### src/include/ppu_config.svh
`ifndef PPU_CONFIG_SVH
`define PPU_CONFIG_SVH

// ====================
// Memory depths in bytes
// ====================
`define PPU_VRAM_LEN 8192
`define PPU_OAM_LEN 160

// ====================
// CPU address windows
// ====================
`define PPU_VRAM_START 16'h8000
`define PPU_VRAM_END 16'h9FFF
`define PPU_OAM_START 16'hFE00
`define PPU_OAM_END 16'hFE9F
`define PPU_REG_START 16'hFF40
`define PPU_REG_END 16'hFF4B
// OAM DMA lives outside this block
`define PPU_DMA_ADDR 16'hFF46

// Individual LCD registers
`define PPU_ADDR_LCDC 16'hFF40
`define PPU_ADDR_STAT 16'hFF41
`define PPU_ADDR_SCY 16'hFF42
`define PPU_ADDR_SCX 16'hFF43
`define PPU_ADDR_LY 16'hFF44
`define PPU_ADDR_LYC 16'hFF45
`define PPU_ADDR_BGP 16'hFF47
`define PPU_ADDR_WY 16'hFF4A
`define PPU_ADDR_WX 16'hFF4B

// ====================
// Line and frame geometry
// ====================
`define PPU_DOTS_PER_LINE 456
`define PPU_LINES_PER_FRAME 154
`define PPU_SCREEN_HEIGHT 144
`define PPU_MODE2_LEN 80
// Stand-in for the renderer's line_done
`define PPU_MODE3_LEN 172
`define PPU_MAX_SPRITES 10

`endif

### src/hw/ppu_pkg.sv
`default_nettype none

package ppu_pkg;

  // CPU byte bus
  typedef logic [15:0] bus_addr_t;
  typedef logic [7:0] byte_t;

  // Dot within a line, 0 to 455
  typedef logic [8:0] dot_t;

  // Line number as seen in LY
  typedef logic [7:0] line_t;

  // Byte offset into OAM, 0 to 159
  typedef logic [7:0] oam_idx_t;

  // Slot in the found-sprite list
  typedef logic [3:0] sprite_slot_t;

  // Encodings match the STAT mode field
  typedef enum logic [1:0] {
    HBLANK   = 2'd0,
    VBLANK   = 2'd1,
    OAM_SCAN = 2'd2,
    TRANSFER = 2'd3
  } ppu_mode_t;

endpackage

`default_nettype wire

### src/hw/ppu_timing.sv
`timescale 1ns/1ps
`default_nettype none

`include "ppu_config.svh"

module ppu_timing (
  input  wire logic              clk,
  input  wire logic              reset,
  input  wire logic              lcd_en,
  output ppu_pkg::ppu_mode_t     mode,
  output ppu_pkg::dot_t          dot,
  output ppu_pkg::line_t         ly,
  output logic                   vblank_req
);

  import ppu_pkg::*;

  // Last dot of the current line
  logic line_end;
  assign line_end = (dot == dot_t'(`PPU_DOTS_PER_LINE - 1));

  // ====================
  // Dot and line counters
  // ====================
  always_ff @(posedge clk or posedge reset) begin
    if (reset) begin
      dot        <= '0;
      ly         <= '0;
      vblank_req <= 1'b0;
    end else begin
      vblank_req <= 1'b0;
      if (!lcd_en) begin
        // LCD off parks the counters at the frame start
        dot <= '0;
        ly  <= '0;
      end else if (line_end) begin
        dot <= '0;
        if (ly == line_t'(`PPU_LINES_PER_FRAME - 1)) begin
          ly <= '0;
        end else begin
          ly <= ly + 1'b1;
        end
        // Entering line 144
        if (ly == line_t'(`PPU_SCREEN_HEIGHT - 1)) begin
          vblank_req <= 1'b1;
        end
      end else begin
        dot <= dot + 1'b1;
      end
    end
  end

  // ====================
  // Mode FSM
  // ====================
  always_ff @(posedge clk or posedge reset) begin
    if (reset) begin
      mode <= OAM_SCAN;
    end else if (!lcd_en) begin
      mode <= OAM_SCAN;
    end else begin
      case (mode)
        OAM_SCAN: begin
          if (dot == dot_t'(`PPU_MODE2_LEN - 1)) begin
            mode <= TRANSFER;
          end
        end
        // Fixed length, no renderer to end it early
        TRANSFER: begin
          if (dot == dot_t'(`PPU_MODE2_LEN + `PPU_MODE3_LEN - 1)) begin
            mode <= HBLANK;
          end
        end
        HBLANK: begin
          if (line_end) begin
            if (ly == line_t'(`PPU_SCREEN_HEIGHT - 1)) begin
              mode <= VBLANK;
            end else begin
              mode <= OAM_SCAN;
            end
          end
        end
        VBLANK: begin
          // Wrap to the next frame
          if (line_end && ly == line_t'(`PPU_LINES_PER_FRAME - 1)) begin
            mode <= OAM_SCAN;
          end
        end
        default: mode <= OAM_SCAN;
      endcase
    end
  end

  // No pixel transfer on the blanked lines
  a_no_transfer_in_vblank: assert property (@(posedge clk) disable iff (reset)
    (ly >= line_t'(`PPU_SCREEN_HEIGHT)) |-> (mode != TRANSFER))
    else $error("TRANSFER on line %0d", ly);

  a_dot_in_range: assert property (@(posedge clk) disable iff (reset)
    dot <= dot_t'(`PPU_DOTS_PER_LINE - 1))
    else $error("dot out of range %0d", dot);

endmodule

`default_nettype wire

### config.mk
export PLATFORM = sky130hd
export DESIGN_NAME = ppu_timing
export DESIGN_NICKNAME = d
export VERILOG_FILES = /design/src/hw/ppu_pkg.sv /design/src/hw/ppu_timing.sv
export VERILOG_INCLUDE_DIRS = /design/src /design/src/include
export SDC_FILE = /design/constraint.sdc
export NUM_CORES = 1
export LEC_CHECK = 0
export BUFFER_PORTS_ARGS = -buffer_cell sky130_fd_sc_hd__buf_2
export CORE_MARGIN = 10
export CORE_UTILIZATION = 48
export CTS_CLUSTER_DIAMETER = 200
export DETAILED_ROUTE_END_ITERATION = 8
export GPL_TIMING_DRIVEN = 0
export PLACE_DENSITY = 0.74
export SETUP_SLACK_MARGIN = 0.3
export SLEW_MARGIN = 20
export SYNTH_ARGS = -nofsm -noshare
export SYNTH_HDL_FRONTEND = slang
export SYNTH_SLANG_ARGS = --single-unit
### constraint.sdc
create_clock -name clk -period 2.1 [get_ports clk]
set_input_delay 0.315 -clock clk [delete_from_list [all_inputs] [get_ports clk]]
set_output_delay 0.315 -clock clk [all_outputs]
set_load 0.05 [all_outputs]
==> impl_results.rst <==
.. list-table::
   :header-rows: 1

   * - Metric
     - Value
   * - Fraction of power consumed by the clock network
     - between 30% and 40%
   * - Sequential share of the synthesized area
     - 45.7%
   * - Power density over the cells
     - 693 mW/mm^2
   * - Power share of the combinational group
     - around 22%
   * - Data arrival time at the worst-slack endpoint
     - ~2.3 ns
   * - Synth Net Count
     - ~110
   * - Core region area
     - ~0.0022 mm^2
   * - Number of sinks handled by clock tree synthesis
     - 20
   * - Final Skew
     - approximately 0.0048 ns
   * - TritonCTS buffer count
     - 3
   * - Number of antenna violations at the first check in global routing
     - 0
   * - Part of the cycle the worst path needs
     - 99.5%
   * - Wire length of the first global-routing pass
     - roughly 4400 um
   * - Net switching power of the design
     - between 0.3 and 0.4 mW
   * - Routed wire length per instance
     - 15.3 um
   * - Kind of critical path
     - reg -> reg
   * - Average instance area after synthesis
     - 10.2 um^2
   * - Number of enable flip-flop cells after synthesis
     - 0
   * - Clock period minus worst slack
     - 2.09 ns
   * - Synthesized instance count
     - approximately 110
   * - Number of failing setup endpoints in the final timing report
     - 0
   * - Vias in the first global route
     - 965
   * - Nets
     - 150
   * - Startpoint kind of the worst setup timing path
     - register
   * - Core occupancy in the finished layout
     - between 60% and 70%
   * - Cts-stage hold buffer count
     - 0
   * - Number of buffers inserted by port buffering
     - 22
   * - VDD IR max
     - 505 uV
   * - Clock tree from TritonCTS
     - done
   * - TritonRoute pass-1 iters
     - 4
   * - Total global routing overflow
     - 0
   * - Area of the die
     - about 0.0046 mm^2
   * - Highest net fanout along the worst path
     - 3
   * - Count of warnings emitted by yosys
     - 0
   * - Primary FF master, synth
     - sky130_fd_sc_hd__dfrtp_1
   * - Worst-Margin Slew
     - between 0.7 and 0.8 ns
   * - Max Buffers Root-to-Sink
     - 2
   * - DIE WIDTH
     - just under 70 um
   * - Clk Latency, worst-skew pair
     - a little over 0.3 ns
   * - Max-cap violation count
     - 0
   * - Yosys cell types
     - 30
   * - Worst slew margin relative to its limit
     - 49.8%
   * - Clock root cell
     - sky130_fd_sc_hd__clkbuf_4
   * - Largest net degree at the start of global routing
     - 21
   * - Highest Clock Rate
     - 0.479 GHz
   * - Share of total power in sequential cells
     - 45.5%
   * - Number of diodes
     - 0
   * - Aggregate global-route resource usage
     - roughly an eighth
   * - Total detailed-routing wirelength
     - ~2600 um
   * - DPL Wire Length
     - between 1500 and 2000 um
   * - DR iter-0 viols
     - 50
   * - Worst Hold Slack
     - around 0.11 ns
   * - Most common cell after layout, fill and taps aside
     - sky130_fd_sc_hd__buf_2
   * - Vertical die dimension
     - slightly below 70 um
   * - Crit path capture type
     - register
   * - Clock transition at path regs
     - ~0.12 ns
   * - Internal power contribution
     - 0.684 mW
   * - Share of flip-flops with an asynchronous set or reset after synthesis
     - 100%
   * - Setup repair after global routing missed its margin
     - yes
   * - Initial standard-cell utilization of the core
     - approximately half
   * - CTS H-tree lvls
     - 1
   * - GPL Wtd Cong
     - 0.806
   * - Switching Fraction
     - between 30% and 40%
   * - Synthesis-to-layout area growth
     - 29.4%
   * - Number of top-level design ports
     - 23
   * - Post-Synthesis Cell Area
     - 0.00110 mm^2
   * - Mean number of vias per cell
     - 5.42
   * - Ratio of cells with drive above 1 in the final layout
     - between 30% and 40%
   * - Status
     - finished clean
   * - Count of unresolved DRC violations after routing
     - 0
   * - DR vias
     - between 900 and 1000
   * - Slew Viols, Final
     - 0
   * - Floorplan row count
     - 17
   * - Worst hold path class
     - in -> async
   * - Remaining antenna violation count after routing
     - 0
   * - Critical path data required time
     - about 2.4 ns
   * - Endpoints failing hold
     - 0
   * - Commonest cells after routing, fill and taps aside
     - 22 x sky130_fd_sc_hd__buf_2, 15 x sky130_fd_sc_hd__nor2_1, 13 x sky130_fd_sc_hd__dfrtp_1, 9 x sky130_fd_sc_hd__xor2_1, 9 x sky130_fd_sc_hd__buf_4
   * - Leakage power total
     - between 0.6 and 0.7 nW
   * - Number of flip-flops and latches in the synthesized netlist
     - 20
power groups by stage:
stage	Clock [mW]	Combinational (mW)	Sequential (mW)
6_report	0.318	0.219	0.448
3_5_place_dp	0	0.207	0.456
3_3_place_gp	0	0.206	0.454
4_1_cts	0.320	0.220	0.447
2_1_floorplan	0	0.0855	0.529
5_1_grt	0.335	0.236	0.454
cell type report:
cell class / count / area [um^2]
well taps: 28 / 35.0
plain buffers: 3 / 26.3
multi-input cells: 82 / 609
clock buffers: 3 / 22.5
repair buffers: 31 / 178
fillers: 195 / 769
clock inverters: 1 / 30.0
flip-flops and latches: 20 / 509
inverters: 3 / 11.3
registers in the layout, indices dropped and copies added, names as in the netlist:
| register | count |
|---|---|
| dot | 9 |
| ly | 8 |
| mode | 2 |
| vblank_req | 1 |
Yosys cell counts, drive strengths merged (2+ instances only):
master / count / area share, %
dfrtp: 19 / 43
nor2: 15 / 5.1
xor2: 9 / 7.2
nand2: 7 / 2.4
and2: 6 / 3.4
and3: 6 / 3.4
nand3: 4 / 1.8
xnor2: 4 / 3.2
ha: 3 / 3.4
inv: 3 / 1.0
nand4: 3 / 1.7
o21ai: 3 / 1.4
o41ai: 3 / 5.8
a21oi: 2 / 0.91
clkbuf: 2 / 0.68
nand4bb: 2 / 2.0
nor2b: 2 / 1.1
nor3: 2 / 0.91
nor3b: 2 / 1.4
or4: 2 / 1.4
metrics by stage:
step           instances  instance area, um^2  power, mW  setup slack (ns)  TNS (ns)
2_1_floorplan        108                 1130      0.614            -0.170    -0.170
3_3_place_gp         158                 1270      0.659           -0.0253   -0.0253
4_1_cts              171                 1420      0.988            0.0159         0
3_5_place_dp         158                 1270      0.663           -0.0974   -0.0974
5_1_grt              171                 1420       1.03           -0.0554   -0.0904
6_report             171                 1420      0.985            0.0104         0
logic make-up after synthesis:
logic type                 share of synthesized area [%]
xor gates and xnor gates                            10.4
and+or+nand+nor                                     26.9
buffers and inverters                               2.39
AOI/OAI and AO/OA                                   10.3
DFF                                                 45.7
muxes                                               1.02
adders and majority gates                           3.42
final timing paths:
check	startpoint	end	slack (ns)	cells past startpoint
max in group asynchronous	reset	dot[1]	1.46	2
min reg2reg	dot[0]	dot[0]	0.58	2
min in group clk	lcd_en	mode[0]	0.44	4
max	dot[0]	mode[1]	0.01	7
min	reset	ly[3]	0.11	2
max reg2reg	dot[0]	mode[1]	0.01	7
critical path, stage by stage (launching register included):
cell and delay, ns:
sky130_fd_sc_hd__dfrtp_2 0.40, sky130_fd_sc_hd__ha_4 0.14, sky130_fd_sc_hd__nand4b_1 0.14, sky130_fd_sc_hd__or4_4 0.45, sky130_fd_sc_hd__buf_8 0.14, sky130_fd_sc_hd__o211a_1 0.21
sky130_fd_sc_hd__and3b_1 0.23, sky130_fd_sc_hd__mux2_4 0.30
metal layers:
| metal | part of all wire [%] | track usage [%] | up-vias |
|---|---|---|---|
| met5 | 0 | 0 | - |
| met2 | 51 | 21.5 | 23 |
| met4 | 2.0 | 6.03 | 0 |
| met3 | 6.1 | 3.43 | 4 |
| met1 | 41 | 13.8 | 453 |
| li1 | - | - | 447 |
what timing repair did:
action	4_1_cts	5_1_grt
resized for setup	5	1
cloned	0	0
buffers inserted	9	0
endpoints found under the setup margin	10	16
pin swaps	2	0
Power figures use the tool's default switching activity.
