$ cat src/include/ppu_config.svh
`ifndef PPU_CONFIG_SVH
`define PPU_CONFIG_SVH

// ====================
// Memory depths in bytes
// ====================
`define PPU_VRAM_LEN 8192
`define PPU_OAM_LEN 160

// ====================
// CPU address windows
// ====================
`define PPU_VRAM_START 16'h8000
`define PPU_VRAM_END 16'h9FFF
`define PPU_OAM_START 16'hFE00
`define PPU_OAM_END 16'hFE9F
`define PPU_REG_START 16'hFF40
`define PPU_REG_END 16'hFF4B
// OAM DMA lives outside this block
`define PPU_DMA_ADDR 16'hFF46

// Individual LCD registers
`define PPU_ADDR_LCDC 16'hFF40
`define PPU_ADDR_STAT 16'hFF41
`define PPU_ADDR_SCY 16'hFF42
`define PPU_ADDR_SCX 16'hFF43
`define PPU_ADDR_LY 16'hFF44
`define PPU_ADDR_LYC 16'hFF45
`define PPU_ADDR_BGP 16'hFF47
`define PPU_ADDR_WY 16'hFF4A
`define PPU_ADDR_WX 16'hFF4B

// ====================
// Line and frame geometry
// ====================
`define PPU_DOTS_PER_LINE 456
`define PPU_LINES_PER_FRAME 154
`define PPU_SCREEN_HEIGHT 144
`define PPU_MODE2_LEN 80
// Stand-in for the renderer's line_done
`define PPU_MODE3_LEN 172
`define PPU_MAX_SPRITES 10

`endif

$ cat src/hw/ppu_pkg.sv
`default_nettype none

package ppu_pkg;

  // CPU byte bus
  typedef logic [15:0] bus_addr_t;
  typedef logic [7:0] byte_t;

  // Dot within a line, 0 to 455
  typedef logic [8:0] dot_t;

  // Line number as seen in LY
  typedef logic [7:0] line_t;

  // Byte offset into OAM, 0 to 159
  typedef logic [7:0] oam_idx_t;

  // Slot in the found-sprite list
  typedef logic [3:0] sprite_slot_t;

  // Encodings match the STAT mode field
  typedef enum logic [1:0] {
    HBLANK   = 2'd0,
    VBLANK   = 2'd1,
    OAM_SCAN = 2'd2,
    TRANSFER = 2'd3
  } ppu_mode_t;

endpackage

`default_nettype wire

$ cat src/hw/ppu_oam_scan.sv
`timescale 1ns/1ps
`default_nettype none

`include "ppu_config.svh"

module ppu_oam_scan (
  input  wire logic                  clk,
  input  wire logic                  reset,
  input  wire ppu_pkg::ppu_mode_t    mode,
  input  wire ppu_pkg::dot_t         dot,
  input  wire ppu_pkg::line_t        ly,
  input  wire logic                  tall_sprites,
  output ppu_pkg::oam_idx_t          oam_addr,
  input  wire ppu_pkg::byte_t        oam_rdata,
  input  wire ppu_pkg::sprite_slot_t sprite_sel,
  output ppu_pkg::sprite_slot_t      sprite_count,
  output ppu_pkg::byte_t             sprite_y,
  output ppu_pkg::byte_t             sprite_x,
  output ppu_pkg::byte_t             sprite_tile,
  output ppu_pkg::byte_t             sprite_attr
);

  import ppu_pkg::*;

  localparam int MAX = `PPU_MAX_SPRITES;

  // Found list payload
  logic [5:0] slot_entry [MAX];
  byte_t slot_y [MAX];
  byte_t slot_x [MAX];
  byte_t slot_tile [MAX];
  byte_t slot_attr [MAX];

  logic [5:0] entry;
  logic [4:0] height;
  logic [8:0] ly_off;
  logic [8:0] y_end;
  logic in_range;
  logic add_now;
  logic x_pending;
  sprite_slot_t base_count;
  dot_t fill_dot;
  sprite_slot_t fill_slot;
  logic fill_now;
  logic sel_ok;

  // ====================
  // Y check, entry n on dot 2n
  // ====================
  assign entry  = dot[6:1];
  assign height = tall_sprites ? 5'd16 : 5'd8;
  assign ly_off = {1'b0, ly} + 9'd16;
  assign y_end  = {1'b0, oam_rdata} + {4'b0, height};
  assign in_range = (ly_off >= {1'b0, oam_rdata}) && (ly_off < y_end);

  // List restarts at dot 0
  assign base_count = (dot == '0) ? '0 : sprite_count;
  assign add_now = (mode == OAM_SCAN) && !dot[0] && in_range &&
                   (base_count < sprite_slot_t'(MAX));

  // Tile and attribute bytes of found slots, two dots per slot
  // in the first dots of TRANSFER while the port is otherwise idle
  assign fill_dot  = dot - dot_t'(`PPU_MODE2_LEN);
  assign fill_slot = sprite_slot_t'(fill_dot[8:1]);
  assign fill_now  = (mode == TRANSFER) && (fill_dot < dot_t'(2 * MAX)) &&
                     (fill_slot < sprite_count);

  always_comb begin
    oam_addr = '0;
    if (mode == OAM_SCAN) begin
      // Even dot Y, odd dot X
      oam_addr = {entry, 1'b0, dot[0]};
    end else if (fill_now) begin
      oam_addr = {slot_entry[fill_slot], 1'b1, dot[0]};
    end
  end

  // Count and X follow-up flag
  always_ff @(posedge clk or posedge reset) begin
    if (reset) begin
      sprite_count <= '0;
      x_pending    <= 1'b0;
    end else begin
      x_pending <= add_now;
      if (add_now) begin
        sprite_count <= base_count + 1'b1;
      end else if (dot == '0) begin
        sprite_count <= '0;
      end
    end
  end

  always_ff @(posedge clk) begin
    if (add_now) begin
      slot_y[base_count]     <= oam_rdata;
      slot_entry[base_count] <= entry;
    end
    // X of the entry kept on the previous dot
    if (x_pending) begin
      slot_x[sprite_count - 1'b1] <= oam_rdata;
    end
    if (fill_now && !dot[0]) begin
      slot_tile[fill_slot] <= oam_rdata;
    end
    if (fill_now && dot[0]) begin
      slot_attr[fill_slot] <= oam_rdata;
    end
  end

  // ====================
  // Sprite read port
  // ====================
  assign sel_ok      = sprite_sel < sprite_slot_t'(MAX);
  assign sprite_y    = sel_ok ? slot_y[sprite_sel] : '0;
  assign sprite_x    = sel_ok ? slot_x[sprite_sel] : '0;
  assign sprite_tile = sel_ok ? slot_tile[sprite_sel] : '0;
  assign sprite_attr = sel_ok ? slot_attr[sprite_sel] : '0;

  a_count_limit: assert property (@(posedge clk) disable iff (reset)
    sprite_count <= sprite_slot_t'(MAX))
    else $error("sprite_count %0d over limit", sprite_count);

endmodule

`default_nettype wire

$ cat config.mk
export PLATFORM = sky130hd
export DESIGN_NAME = ppu_oam_scan
export DESIGN_NICKNAME = d
export VERILOG_FILES = /design/src/hw/ppu_pkg.sv /design/src/hw/ppu_oam_scan.sv
export VERILOG_INCLUDE_DIRS = /design/src /design/src/include
export SDC_FILE = /design/constraint.sdc
export NUM_CORES = 1
export LEC_CHECK = 0
export BUFFER_PORTS_ARGS = -buffer_cell sky130_fd_sc_hd__clkbuf_2
export CAP_MARGIN = 20
export CORE_AREA = 3 3 167 169
export DETAILED_ROUTE_END_ITERATION = 6
export DIE_AREA = 0 0 170 172
export PLACE_DENSITY_LB_ADDON = 0.12
export SLEW_MARGIN = 5
export SYNTH_ARGS = -nofsm -noshare
export SYNTH_HDL_FRONTEND = slang
export SYNTH_SLANG_ARGS = --single-unit
$ cat constraint.sdc
create_clock -name clk -period 4.4 [get_ports clk]
set_input_delay 1.32 -clock clk [delete_from_list [all_inputs] [get_ports clk]]
set_output_delay 1.32 -clock clk [all_outputs]
set_load 0.02 [all_outputs]
==> metrics.cfg, run 1 <==
[routing]
routedWlPerCell_um = 24.9
routed_via_density = 6.24
vias = 8841
drt.antenna.violating_nets = 0
drt_iter0_markers = 896
drt-total-wl_um = 35200
drc_errors = 0
drt-pass1-iter-count = 5

[place]
place_inst = 1345
hpwl_um = 22900
pre_cts_ws_ns = -0.0208
port_buffers = 77
gp_congestion = 0.948

[yosys]
yosysTopAreaCellShare = 0.720
synth_cells = 892
synth_area_per_cell_um2 = 17.8
synth_area_leader_cell = edfxtp_1
syn-cell-area_um2 = 15900
synthArstFlopShare = 0.0130
yosysSeqAreaShare = 0.728
ys.flop_type = edfxtp_1
synth_nets = 953
ys_top_cells_by_area = edfxtp_1, mux4_2, mux2i_1, ha_1, nand2_1
ys_warn_count = 0
netlist-cell-type-count = 54
synth_edf_count = 380
yosys_register_bits = 385

[power]
p_leak_nw = 6.45
peakVddDrop_mv = 0.286
p_total_w = 0.00822
powerDensity_nw_per_um2 = 440

[timing]
worst_slack_ns = 0.0965
timing.hold.ws_ns = 0.669
tightest_slew_ns = 1.01
fin_crit_ns = 4.30
final.period_utilization = 0.978
drv_slew = 0
finalClockSkew_ns = 0.00965
hold_viol_final = 0
finalSetupViolCount = 0
slew_headroom = 0.325
rsz0062_at_grt = no
fmax_mhz = 232

[global_routing]
use_met3 = 0.0430
overflow = 0
grtUsageTotal = 0.245
grt.busiest_layer = met2
antenna_found_initial = 0
grt_max_degree = 41
use_met2 = 0.415
grt_first_pass_wirelength_um = 53700
first_global_vias = 9271
grtUsageMet1 = 0.336

[worst_setup_path]
cp_num_buf_inv = 3
start_kind = input port
slowest_stage = a221oi_4
crit_arrival_ns = 2.98
crit_path_max_fanout = 7
reg2reg_depth = 9
critPathCaptureType = primary output
path_delay_family = compound AO/OA/AOI/OAI gates
path_cells = clkbuf_2 > inv_1 > ha_1 > nand3b_1 > a221oi_4 > o21ai_4 > o311ai_4 > buf_6
r2r-end = slot_attr[2][3]
critPathKind = input port to primary output
slowest_delay_ns = 0.38
r2r_start = sprite_count[3]
regToRegSetupSlack_ns = 1.40
worstPathRequired_ns = 3.08

[die]
die-height_um = 172
initial_core_util = 0.593
die_area_um2 = 29200
pin_count = 78
core_um2 = 26700
num_rows = 60
die_w_um = 170

[clocking]
cts_setup_buffers = 0
cts_root_buf = clkbuf_16
h-tree-depth = 2
hold_buffers = 0
cts_buffers = 39
cts_tree = done
cts_buffer_depth = 3
cts.sink_count = 385
cts.clk_slew.worst_paths_ns = 0.06
clock_latency_ns = 0.50

[flow_run]
drv_cap = 0

[finish]
seqCellArea_um2 = 11500
layout-drive-gt1-share = 0.307
utilization = 0.698
final_nets = 1110
multiInputGateArea_um2 = 4150
final_cell_mix = edfxtp_1, mux4_2, buf_4, clkbuf_2, nand2_1
final_common_cell = edfxtp_1
stdcell_count = 1417
area_growth_pct = 17.7
antenna_cells = 0
fillers = 1700

[min_path]
hp-class = register to register
min_from = sprite_count[2]
hold_path_depth = 2
holdPathEnd = sprite_count[2]

[run_status]
status = finished clean

==> how the worst max path moves through the flow <==
stage / from / cells past startpoint / to / slack (ns)
2_1_floorplan: tall_sprites / 12 / slot_entry[0][0] / -0.52
3_3_place_gp: dot[4] / 8 / oam_addr[4] / 0.06
3_5_place_dp: dot[4] / 8 / oam_addr[4] / -0.02
4_1_cts: dot[4] / 8 / oam_addr[4] / 0.02
5_1_grt: dot[5] / 8 / oam_addr[6] / 0.007
6_report: dot[5] / 8 / oam_addr[4] / 0.1
==> metal layers <==
layer | wire, um | up-vias
li1 | - | 3857
met1 | 14100 | 4538
met2 | 17800 | 382
met3 | 2510 | 64
met4 | 841 | 0
met5 | 0 | -
==> power breakdown <==
group | leakage [nW] | total [W] | internal (W) | switching [W]
clock network | 0.642 | 0.00341 | 0.00210 | 0.00130
logic | 2.32 | 0.000720 | 0.000257 | 0.000463
registers | 3.48 | 0.00409 | 0.00406 | 0.0000315
total | 6.45 | 0.00822 | 0.00642 | 0.00180
==> registers in the layout, indices dropped and copies added, names as in the netlist <==
signal and cells:
slot_x 80, slot_y 80, slot_entry 60, sprite_count 4, x_pending 1, slot_attr 80
slot_tile 80
==> logic make-up (layout without fill, tap and decap cells) <==
| kind of cell | after synthesis | count (layout) | share of synthesized area |
|---|---|---|---|
| DFF | 385 | 385 | 0.728 |
| and+or+nand+nor | 174 | 174 | 0.0541 |
| muxes | 115 | 115 | 0.133 |
| AOI/OAI and AO/OA | 108 | 109 | 0.0388 |
| buffers and inverters | 76 | 259 | 0.0209 |
| adders and majority gates | 27 | 27 | 0.0218 |
| xor gates and xnor gates | 7 | 7 | 0.00387 |
==> repair_timing <==
| item | CTS | global route |
|---|---|---|
| pin swaps | 0 | 2 |
| gates resized for setup | 1 | 10 |
| setup endpoints to repair | 1 | 5 |
| gates cloned | 0 | 1 |
==> metrics by stage <==
step | TNS (ns) | cell area [um^2]
2_1_floorplan | -52.50 | 15900
3_3_place_gp | 0 | 17200
3_5_place_dp | -0.0208 | 17200
4_1_cts | 0 | 18600
5_1_grt | 0 | 18700
6_report | 0 | 18700
==> layout make-up <==
class	instances	share of cell area
Timing Repair Buffer	160	0.0586
Inverter	31	0.00623
Tap cell	341	0.0229
Clock buffer	43	0.0554
Clock inverter	25	0.0165
Multi-Input combinational cell	432	0.222
Sequential cell	385	0.618
==> synthesized netlist by cell type, drive strengths merged (2+ instances only) <==
cell type	number
a21boi	2
a21o	2
a21oi	41
a31oi	3
buf	21
clkbuf	24
dfrtp	5
edfxtp	380
ha	26
inv	30
mux2	2
mux2i	37
mux4	76
nand2	62
nand2b	3
nand3	9
nand3b	2
nand4	5
nor2	49
nor2b	3
nor3	9
nor4	17
nor4b	9
o211ai	2
o21ai	47
o22ai	4
or3	2
xnor2	5
xor2	2
==> worst register-to-register path, stage by stage, from the launching register on <==
cell and delay (ns):
dfrtp_1 0.49, clkinv_1 0.33, ha_1 0.29, nor2_1 0.09
nand4_1 0.15, a221oi_4 0.33, o21ai_2 0.19, buf_4 0.26
nor4b_1 0.32, buf_4 0.25
No activity file was read; power rests on OpenSTA's default activity.
==> run 2, diff against run 1 <==
- RECOVER_POWER: not set -> 50
==> metrics.cfg, run 2 (synthesis results as in run 1) <==
[run_status]
status = finished, violations left
violations = capacitance limit, slew limit

[place]
hpwl_um = 22900
gp_congestion = 0.948
port_buffers = 77

[worst_setup_path]
crit_arrival_ns = 3.00
crit_path_max_fanout = 7
r2r_start = sprite_count[3]
critPathKind = input port to primary output
critPathCaptureType = primary output
start_kind = input port
cp-startpoint = dot[5]
worstPathRequired_ns = 3.08

[clocking]
cts_tree = done
cts_buffers = 39
cts_buffer_depth = 3
hold_buffers = 0
cts_root_buf = clkbuf_16
h-tree-depth = 2
clock_latency_ns = 0.50
cts_setup_buffers = 0
cts.clk_slew.worst_paths_ns = 0.06
cts.sink_count = 385

[routing]
routed_via_density = 6.22
drt-pass1-iter-count = 5
drt_iter0_markers = 909
routedWlPerCell_um = 24.9
drt-total-wl_um = 35300
vias = 8820
drc_errors = 0
drt.antenna.violating_nets = 0

[min_path]
min_from = sprite_count[2]
hp-class = register to register

[finish]
fillers = 1715
area_growth_pct = 17.4
multiInputGateArea_um2 = 4150
utilization = 0.696
final_common_cell = edfxtp_1
layout-drive-gt1-share = 0.286
seqCellArea_um2 = 11500
final_nets = 1110
final_cell_mix = edfxtp_1, mux4_2, clkbuf_2, buf_4, nand2_1
antenna_cells = 0

[power]
powerDensity_nw_per_um2 = 441
p_leak_nw = 6.37
p_total_w = 0.00821
peakVddDrop_mv = 0.286

[global_routing]
grt_first_pass_wirelength_um = 53700
antenna_found_initial = 1
overflow = 0
grtUsageTotal = 0.245
first_global_vias = 9271
grt_max_degree = 41

[timing]
finalSetupViolCount = 0
final.period_utilization = 0.983
hold_viol_final = 0
fmax_mhz = 231
drv_slew = 204
tightest_slew_ns = 2.19
fin_crit_ns = 4.32
slew_headroom = -0.461
finalClockSkew_ns = 0.00853

[die]
die-height_um = 172
core_um2 = 26700
initial_core_util = 0.593
die_area_um2 = 29200
pin_count = 78
die_w_um = 170
num_rows = 60

[flow_run]
drv_cap = 5

run 2: cell types whose count changed in the layout (fill, tap and decap cells not counted), sizes merged:
cell / previous run / this run
buf: 85 / 73
clkbuf: 118 / 130
run 2: power breakdown:
| group | switching, W | leakage (nW) | internal [W] |
|---|---|---|---|
| clock | 0.00130 | 0.642 | 0.00210 |
| combinational | 0.000464 | 2.25 | 0.000252 |
| sequential | 0.0000311 | 3.48 | 0.00406 |
| total | 0.00180 | 6.37 | 0.00641 |
run 2: layer usage:
layer	up-vias	GRT usage	share of wire
li1	3856	-	-
met1	4510	0.336	0.40
met2	384	0.415	0.50
met3	68	0.0430	0.072
met4	2	0.0663	0.027
met5	-	0	0.00020
run 2: path summary, 6_finish.rpt:
kind | to | slack (ns) | depth (start not counted)
worst max-delay path | oam_addr[4] | 0.08 | 8
worst min-delay path | sprite_count[2] | 0.67 | 2
worst max register to register | slot_attr[2][3] | 1.38 | 9
worst min register to register | sprite_count[2] | 0.67 | 2
max in group asynchronous | sprite_count[1] | 3.55 | 2
min in group asynchronous | sprite_count[3] | 0.68 | 2
run 2: cell type report:
class / instances / area share
timing repair buffer: 160 / 0.0558
clock inverter: 25 / 0.0165
sequential: 385 / 0.620
inverter: 31 / 0.00625
tap: 341 / 0.0229
multi-input combinational: 432 / 0.223
clock buffer: 43 / 0.0555
run 2: stage by stage:
step           setup slack [ns]  cell area, um^2  hold slack, ns  TNS [ns]  cells
2_1_floorplan            -0.515            15900           0.697    -52.50    892
3_3_place_gp             0.0577            17200           0.647         0   1345
3_5_place_dp            -0.0208            17200           0.649   -0.0208   1345
4_1_cts                  0.0187            18600           0.661         0   1413
5_1_grt                -0.00439            18600           0.690  -0.00439   1417
6_report                 0.0768            18600           0.671         0   1417
run 2: repair_timing:
action / 4_1_cts / 5_1_grt
gates resized for setup: 1 / 10
gates cloned: 0 / 1
endpoints found under the setup margin: 1 / 5
pin swaps: 0 / 2
run 2: worst max-delay path, stage by stage:
cell and delay (ns):
clkbuf_2 0.15, inv_1 0.09, ha_1 0.20, nand3b_1 0.21, a221oi_4 0.39, o21ai_4 0.18
o311ai_4 0.28, buf_6 0.17
